--- config.mk ---
export PLATFORM = sky130hd
export DESIGN_NAME = mlpTop
export DESIGN_NICKNAME = d
export VERILOG_FILES = /design/src/nnPkg.sv /design/src/macTree.sv /design/src/activation.sv /design/src/denseLayer.sv /design/src/mlpTop.sv
export VERILOG_INCLUDE_DIRS = /design/src /design/src/include
export SDC_FILE = /design/constraint.sdc
export NUM_CORES = 2
export LEC_CHECK = 0
export BUFFER_PORTS_ARGS = -buffer_cell sky130_fd_sc_hd__buf_2
export CORE_ASPECT_RATIO = 1.2
export CORE_UTILIZATION = 40
export CTS_CLUSTER_SIZE = 40
export DETAILED_ROUTE_END_ITERATION = 6
export RECOVER_POWER = 100
export SLEW_MARGIN = 30
export SYNTH_ARGS = -nofsm -noshare
export SYNTH_HDL_FRONTEND = slang
export SYNTH_SLANG_ARGS = --single-unit
export TNS_END_PERCENT = 50
--- constraint.sdc ---
create_clock -name clk -period 6.6 [get_ports clk]
set_input_delay 0 -clock clk [delete_from_list [all_inputs] [get_ports clk]]
set_output_delay 0 -clock clk [all_outputs]
set_load 0.1 [all_outputs]
--- src/include/nnWeights.svh ---
`ifndef NN_WEIGHTS_SVH
`define NN_WEIGHTS_SVH

// ========================================
// Hidden layer, numFeatures weights per neuron
// ========================================

// One unit is 1 << fracBits, so 256 is 1.0 at the default format
localparam nnPkg::hiddenWeightT hiddenWeights = {
	// Neuron 0
	16'sd320, -16'sd64, 16'sd192, 16'sd96,
	-16'sd128, 16'sd160, 16'sd256, -16'sd48,
	// Neuron 1, mostly negative so large inputs clip under ReLU
	-16'sd288, 16'sd112, -16'sd160, 16'sd144,
	16'sd64, -16'sd224, 16'sd32, -16'sd96,
	// Neuron 2
	16'sd176, 16'sd224, -16'sd96, -16'sd32,
	16'sd120, 16'sd72, -16'sd200, 16'sd40,
	// Neuron 3
	-16'sd56, -16'sd88, 16'sd136, 16'sd208,
	-16'sd24, 16'sd168, 16'sd104, -16'sd184
};

localparam nnPkg::hiddenBiasT hiddenBiases = {
	16'sd64, -16'sd32, 16'sd0, 16'sd96
};

// ========================================
// Score layer, numHidden weights per score
// ========================================

localparam nnPkg::scoreWeightT scoreWeights = {
	16'sd384, -16'sd160, 16'sd144, -16'sd80,  // Score 0
	-16'sd112, 16'sd288, -16'sd176, 16'sd224  // Score 1
};

localparam nnPkg::scoreBiasT scoreBiases = {
	-16'sd48, 16'sd80
};

`endif

--- src/nnPkg.sv ---
package nnPkg;

	// ========================================
	// Number format
	// ========================================

	localparam int dataWidth = 16;
	localparam int fracBits = 8;                // Default, overridden from the top level
	localparam int prodWidth = 2 * dataWidth;   // Full width of one sample times weight
	localparam int accWidth = 40;               // Products plus growth for up to 256 terms

	// ========================================
	// Network shape and pipeline depth
	// ========================================

	localparam int numFeatures = 8;
	localparam int numHidden = 4;
	localparam int numScores = 2;

	// Input, product, sum and activation registers
	localparam int layerLatency = 4;
	localparam int netLatency = 2 * layerLatency;

	// ========================================
	// Types
	// ========================================

	typedef logic signed [dataWidth-1:0] sampleT;
	typedef logic signed [prodWidth-1:0] productT;
	typedef logic signed [accWidth-1:0] accT;

	// Limits used when clamping a rescaled sum back to a sample
	localparam sampleT sampleMax = {1'b0, {(dataWidth - 1){1'b1}}};
	localparam sampleT sampleMin = {1'b1, {(dataWidth - 1){1'b0}}};

	// Weight tables, neuron-major with element 0 leftmost
	typedef sampleT [0:numHidden*numFeatures-1] hiddenWeightT;
	typedef sampleT [0:numHidden-1] hiddenBiasT;
	typedef sampleT [0:numScores*numHidden-1] scoreWeightT;
	typedef sampleT [0:numScores-1] scoreBiasT;

endpackage

--- src/macTree.sv ---
`timescale 1ns/1ps

module macTree #(
	parameter int NumInputs = nnPkg::numFeatures,
	parameter int FracBits = nnPkg::fracBits
) (
	input logic clk,
	input logic reset,
	input nnPkg::sampleT inputs [NumInputs],
	input nnPkg::sampleT [0:NumInputs-1] weights,
	input nnPkg::sampleT bias,
	output nnPkg::accT sum
);

	nnPkg::sampleT inReg [NumInputs];     // Cycle 1
	nnPkg::productT products [NumInputs]; // Cycle 2
	nnPkg::accT total;

	// ========================================
	// Input register
	// ========================================

	always_ff @(posedge clk)
	begin
		if (reset)
		begin
			for (int i = 0; i < NumInputs; i++)
				inReg[i] <= '0;
		end
		else
		begin
			inReg <= inputs;
		end
	end

	// ========================================
	// Products
	// ========================================

	// Each product keeps all 32 bits, the scaling happens after the sum
	always_ff @(posedge clk)
	begin
		if (reset)
		begin
			for (int i = 0; i < NumInputs; i++)
				products[i] <= '0;
		end
		else
		begin
			for (int i = 0; i < NumInputs; i++)
				products[i] <= inReg[i] * weights[i];
		end
	end

	// ========================================
	// Accumulate
	// ========================================

	// Bias is lined up with the products, which carry 2*FracBits fraction bits
	always_comb
	begin
		total = nnPkg::accT'(bias) <<< FracBits;
		for (int i = 0; i < NumInputs; i++)
			total = total + nnPkg::accT'(products[i]);
	end

	always_ff @(posedge clk)
	begin
		if (reset)
		begin
			sum <= '0;
		end
		else
		begin
			sum <= total; // Cycle 3
		end
	end

endmodule

--- src/activation.sv ---
`timescale 1ns/1ps

module activation #(
	parameter int FracBits = nnPkg::fracBits,
	parameter bit UseRelu = 1'b1
) (
	input logic clk,
	input logic reset,
	input nnPkg::accT sum,
	output nnPkg::sampleT result
);

	nnPkg::accT shifted;
	nnPkg::sampleT clamped;
	nnPkg::sampleT activated;

	// Back to sample format, rounds toward minus infinity
	assign shifted = sum >>> FracBits;

	always_comb
	begin
		if (shifted > nnPkg::accT'(nnPkg::sampleMax))
			clamped = nnPkg::sampleMax;
		else if (shifted < nnPkg::accT'(nnPkg::sampleMin))
			clamped = nnPkg::sampleMin;
		else
			clamped = nnPkg::sampleT'(shifted);
	end

	// Output layer leaves the score linear
	assign activated = (UseRelu && clamped[nnPkg::dataWidth-1]) ? '0 : clamped;

	always_ff @(posedge clk)
	begin
		if (reset)
		begin
			result <= '0;
		end
		else
		begin
			result <= activated; // Cycle 4
		end
	end

endmodule

--- src/denseLayer.sv ---
`timescale 1ns/1ps

module denseLayer #(
	parameter int NumInputs = nnPkg::numFeatures,
	parameter int NumNeurons = nnPkg::numHidden,
	parameter int FracBits = nnPkg::fracBits,
	parameter bit UseRelu = 1'b1,
	parameter nnPkg::sampleT [0:NumNeurons*NumInputs-1] Weights = '0,
	parameter nnPkg::sampleT [0:NumNeurons-1] Biases = '0
) (
	input logic clk,
	input logic reset,
	input nnPkg::sampleT inputs [NumInputs],
	output nnPkg::sampleT outputs [NumNeurons]
);

	// ========================================
	// One neuron per output
	// ========================================

	for (genvar n = 0; n < NumNeurons; n++)
	begin : gNeuron
		nnPkg::accT neuronSum;

		// Row n of the table holds this neuron's weights
		macTree #(
			.NumInputs(NumInputs),
			.FracBits(FracBits)
		) mac (
			.clk(clk),
			.reset(reset),
			.inputs(inputs),
			.weights(Weights[n*NumInputs +: NumInputs]),
			.bias(Biases[n]),
			.sum(neuronSum)
		);

		activation #(
			.FracBits(FracBits),
			.UseRelu(UseRelu)
		) act (
			.clk(clk),
			.reset(reset),
			.sum(neuronSum),
			.result(outputs[n])
		);
	end

endmodule

--- src/mlpTop.sv ---
`timescale 1ns/1ps

module mlpTop #(
	parameter int FracBits = nnPkg::fracBits
) (
	input logic clk,
	input logic reset,
	input nnPkg::sampleT features [nnPkg::numFeatures],
	output nnPkg::sampleT scores [nnPkg::numScores]
);

	`include "nnWeights.svh"

	nnPkg::sampleT hidden [nnPkg::numHidden];

	// Hidden layer with ReLU
	denseLayer #(
		.NumInputs(nnPkg::numFeatures),
		.NumNeurons(nnPkg::numHidden),
		.FracBits(FracBits),
		.UseRelu(1'b1),
		.Weights(hiddenWeights),
		.Biases(hiddenBiases)
	) hiddenLayer (
		.clk(clk),
		.reset(reset),
		.inputs(features),
		.outputs(hidden)
	);

	// Linear scores
	denseLayer #(
		.NumInputs(nnPkg::numHidden),
		.NumNeurons(nnPkg::numScores),
		.FracBits(FracBits),
		.UseRelu(1'b0),
		.Weights(scoreWeights),
		.Biases(scoreBiases)
	) scoreLayer (
		.clk(clk),
		.reset(reset),
		.inputs(hidden),
		.outputs(scores)
	);

endmodule

==> metrics.yaml <==
status: "finished with violations"
violations: "capacitance limit, slew limit"
synth_cell_type_count: 75
fin_crit_ns: 6.33
clk_latency_ns: 0.85
critical_path_class: "register to register"
h-tree-depth: 4
cp_slowest_cell: "a2111oi_0"
grt_pass1_wl_um: 447000
drive_gt1_share_pct: 4.32
fmax_ghz: 0.158
synth_edf_count: 0
finish.utilization_pct: 45.6
finClkSkew_ns: 0.0743
ios: 162
period_share_pct: 95.8
power.density_nw_per_um2: 563
avgSynthCellArea_um2: 9.32
power_uw: 59700
p_leak_uw: 0.0532
n_fill_cell: 22600
hold_violations: 0
design_area_um2: 106000
grt_usage_pct: 25.7
vias: 68400
clk_path_buf_depth: 4
multi_input_area_um2: 61000
rrSetupSlack_ns: 0.27
cp-start-kind: "register"
critPathLaunch: "hiddenLayer.gNeuron[0].mac.inReg[35]"
worst_slack_ns: 0.274
syn_to_final_growth_pct: 13.6
cp_max_fo: 6
r2r-start: "hiddenLayer.gNeuron[0].mac.inReg[35]"
async_flop_share_pct: 0
numCtsBuffers: 146
antenna_found_initial: 44
synth_top_family_by_area: "adder cells"
grt_pass1_vias: 70300
hpwlAfterDp_um: 257000
rr_worst_depth: 12
synth-simple-area-share_pct: 11.3
ir_worst_vdd_mv: 0.707
critical_path_required_ns: 7.20
drv_slew: 362
end_kind: "register"
crit_arrival_ns: 6.93
drt_pre_antenna_iters: 6
start_util_pct: 40.2
cts.clk_slew.worst_paths_ns: 0.06
crit_path_end: "hiddenLayer.gNeuron[0].mac.products[1][55]"
slowest_delay_ns: 1.89
root_buffer: "clkbuf_16"
path_cells: "ha_1 > ha_1 > fa_1 > a21o_1 > a21o_1 > a2111oi_0 > nor3_1 > a2111oi_0 > a211oi_1 > nor2_1 > mux2i_1 > clkbuf_1"
max_slew.worst_pin.slew_ns: 2.91
regArea_um2: 23400
setup_viol: 0
yosysSeqAreaShare_pct: 25.1
ys_warn_count: 0
synth-compound-area-share_pct: 9.29
rr_endpoint: "hiddenLayer.gNeuron[0].mac.products[1][55]"
grt_max_degree: 188
die_y_um: 531
overflow: 0
cts_tree: "done"
slew_headroom_pct: -94.3
maxCapViolCount: 12
ys_ff_latch: 1171
clock-sinks: 1171
synth-xor-area-share_pct: 4.97
routed_wl_um: 304000
synth-adder-area-share_pct: 39.1
fin_nets: 13000
drc_errors: 0
numPortBuffers: 161
place_area_um2: 97900
synth_area_um2: 93400
syn_inst: 10000
fp-row-count: 194
post-cts-setup-buffers: 0
synthMuxAreaShare_pct: 0.599
dieArea_um2: 236000
drt_iter0_drc: 3572
dieWidth_um: 443
via_per_inst: 4.93
gp_congestion: 1.04
hold_path.class: "input port to register"
pre_cts_slack_ns: 0.683
core_area_um2: 233000
routedWlPerCell_um: 21.9
setup_tns_ns: 0
rsz0062_at_grt: "no"
final_antenna_net_count: 0
synth_flop_cell: "dfxtp_1"
synth_nets: 12500
-- cells in the final DEF (no fill, tap or decap), types with 21 or more instances in the layout --
cell type and instances:
fa_1 921, a21oi_1 349, or2_2 25, o31ai_1 48, nor4_1 40, dlygate4sd3_1 295, nor2b_1 361, and3_1 86
a211oi_1 47, nand2_1 247, a2111oi_0 26, mux2i_1 21, nor2_1 923, mux2_2 23, xor2_1 230, buf_2 128
nand2b_1 43, o21ai_0 197, clkbuf_1 67, nand4_1 41, nand3_1 100, a21o_1 203, dfxtp_1 1171, ha_1 1445
xnor2_1 295, diode_2 223, o21bai_1 63, nor3_1 186, clkbuf_16 147, o21a_1 108, inv_1 2241, a31oi_1 56
or3_1 65
-- state kept, by name (all words and copies together) (netlist names) --
signal                            count
hiddenLayer.gNeuron.mac.products    559
scoreLayer.gNeuron.mac.products     149
hiddenLayer.gNeuron.mac.inReg       128
hiddenLayer.gNeuron.mac.sum         127
hiddenLayer.gNeuron.act.result       60
scoreLayer.gNeuron.mac.inReg         60
scoreLayer.gNeuron.mac.sum           56
scoreLayer.gNeuron.act.result        32
-- area by class of cell --
cell class	count	share of cell area, %
multi-input cells	6448	57.5
flip-flops and latches	1171	22.1
inverters	2243	7.94
repair buffers	498	3.78
clock buffers	179	3.73
well taps	3038	3.58
clock inverters	68	0.853
diodes	223	0.526
-- power by group --
group          total, uW  switching [uW]  internal [uW]
Combinational      41200           25200          16000
Sequential         10100            1170           8950
Clock               8350            3370           4980
Total              59700           29800          29900
-- cells in the mapped netlist (8+ instances only) --
cell type | number | share of area, %
fa_1 | 921 | 20
a211oi_1 | 47 | 0.38
or3_1 | 65 | 0.44
nor2_1 | 923 | 3.7
nor2b_1 | 361 | 2.4
o31ai_1 | 48 | 0.39
or4_1 | 8 | 0.064
nor3_1 | 187 | 1.0
o41ai_1 | 11 | 0.10
o21a_1 | 108 | 0.87
inv_1 | 2241 | 9.0
nor3b_1 | 15 | 0.12
mux2_2 | 31 | 0.37
mux2i_1 | 21 | 0.22
a21oi_1 | 349 | 1.9
buf_1 | 10 | 0.040
a211o_1 | 17 | 0.16
a41oi_1 | 18 | 0.17
nand3_1 | 100 | 0.54
and3_1 | 86 | 0.58
clkbuf_1 | 149 | 0.60
o21bai_1 | 63 | 0.51
nand2b_1 | 43 | 0.29
o21ai_0 | 192 | 1.0
nor4b_1 | 12 | 0.11
a2111oi_0 | 25 | 0.23
o211ai_1 | 20 | 0.16
nand4_1 | 41 | 0.27
xnor2_1 | 298 | 2.8
and2_1 | 24 | 0.16
nand2_1 | 247 | 0.99
a311oi_1 | 16 | 0.15
ha_1 | 1445 | 19
dfxtp_1 | 1171 | 25
a31o_2 | 11 | 0.10
a21boi_0 | 14 | 0.11
a21o_1 | 203 | 1.6
a22o_1 | 15 | 0.14
nor4_1 | 40 | 0.27
or2_2 | 26 | 0.17
a31oi_1 | 58 | 0.39
xor2_1 | 232 | 2.2
-- routing by layer --
metal	GRT usage, %	routed length, um
met1	29.1	118000
met2	43.6	146000
met3	3.01	12500
met4	20.9	27800
met5	0	57
-- metrics by stage --
| stage | hold WS (ns) | instances |
|---|---|---|
| 2_1_floorplan | 0.128 | 10000 |
| 3_3_place_gp | 0.209 | 13100 |
| 3_5_place_dp | 0.213 | 13100 |
| 4_1_cts | 0.00445 | 13600 |
| 5_1_grt | 0.0707 | 13800 |
| 6_report | 0.0804 | 13900 |
-- kinds of logic after synthesis --
kind of cell / after synthesis
AO/OA/AOI/OAI: 1304
multiplexers: 52
AND/OR/NAND/NOR: 2196
buffers and inverters: 2403
XOR/XNOR: 530
flip-flops: 1171
adder cells (fa/ha/maj): 2366
-- what timing repair did --
item                      4_1_cts  5_1_grt
gates resized for setup         0        0
hold endpoints to repair      236        0
hold buffers                  295        0
-- critical path, delay by kind of cell, from the launching register on --
family / cells / cell delay, ns
flip-flops: 1 / 0.56
adder cells (fa/ha/maj): 3 / 0.99
AO/OA/AOI/OAI: 5 / 3.28
AND/OR/NAND/NOR: 2 / 0.49
multiplexers: 1 / 0.22
buffers and inverters: 1 / 0.54
-- how the worst min path moves through the flow --
stage	slack [ns]	cells after the start	to	startpoint
2_1_floorplan	0.13	1	hiddenLayer.gNeuron[0].mac.inReg[0]	features[0]
3_5_place_dp	0.21	2	hiddenLayer.gNeuron[0].mac.inReg[43]	features[43]
3_3_place_gp	0.21	2	hiddenLayer.gNeuron[0].mac.inReg[44]	features[44]
6_report	0.08	3	hiddenLayer.gNeuron[1].mac.inReg[127]	features[127]
4_1_cts	0.004	3	hiddenLayer.gNeuron[1].mac.inReg[127]	features[127]
5_1_grt	0.07	3	hiddenLayer.gNeuron[1].mac.inReg[127]	features[127]
No activity file was read; power rests on OpenSTA's default activity.
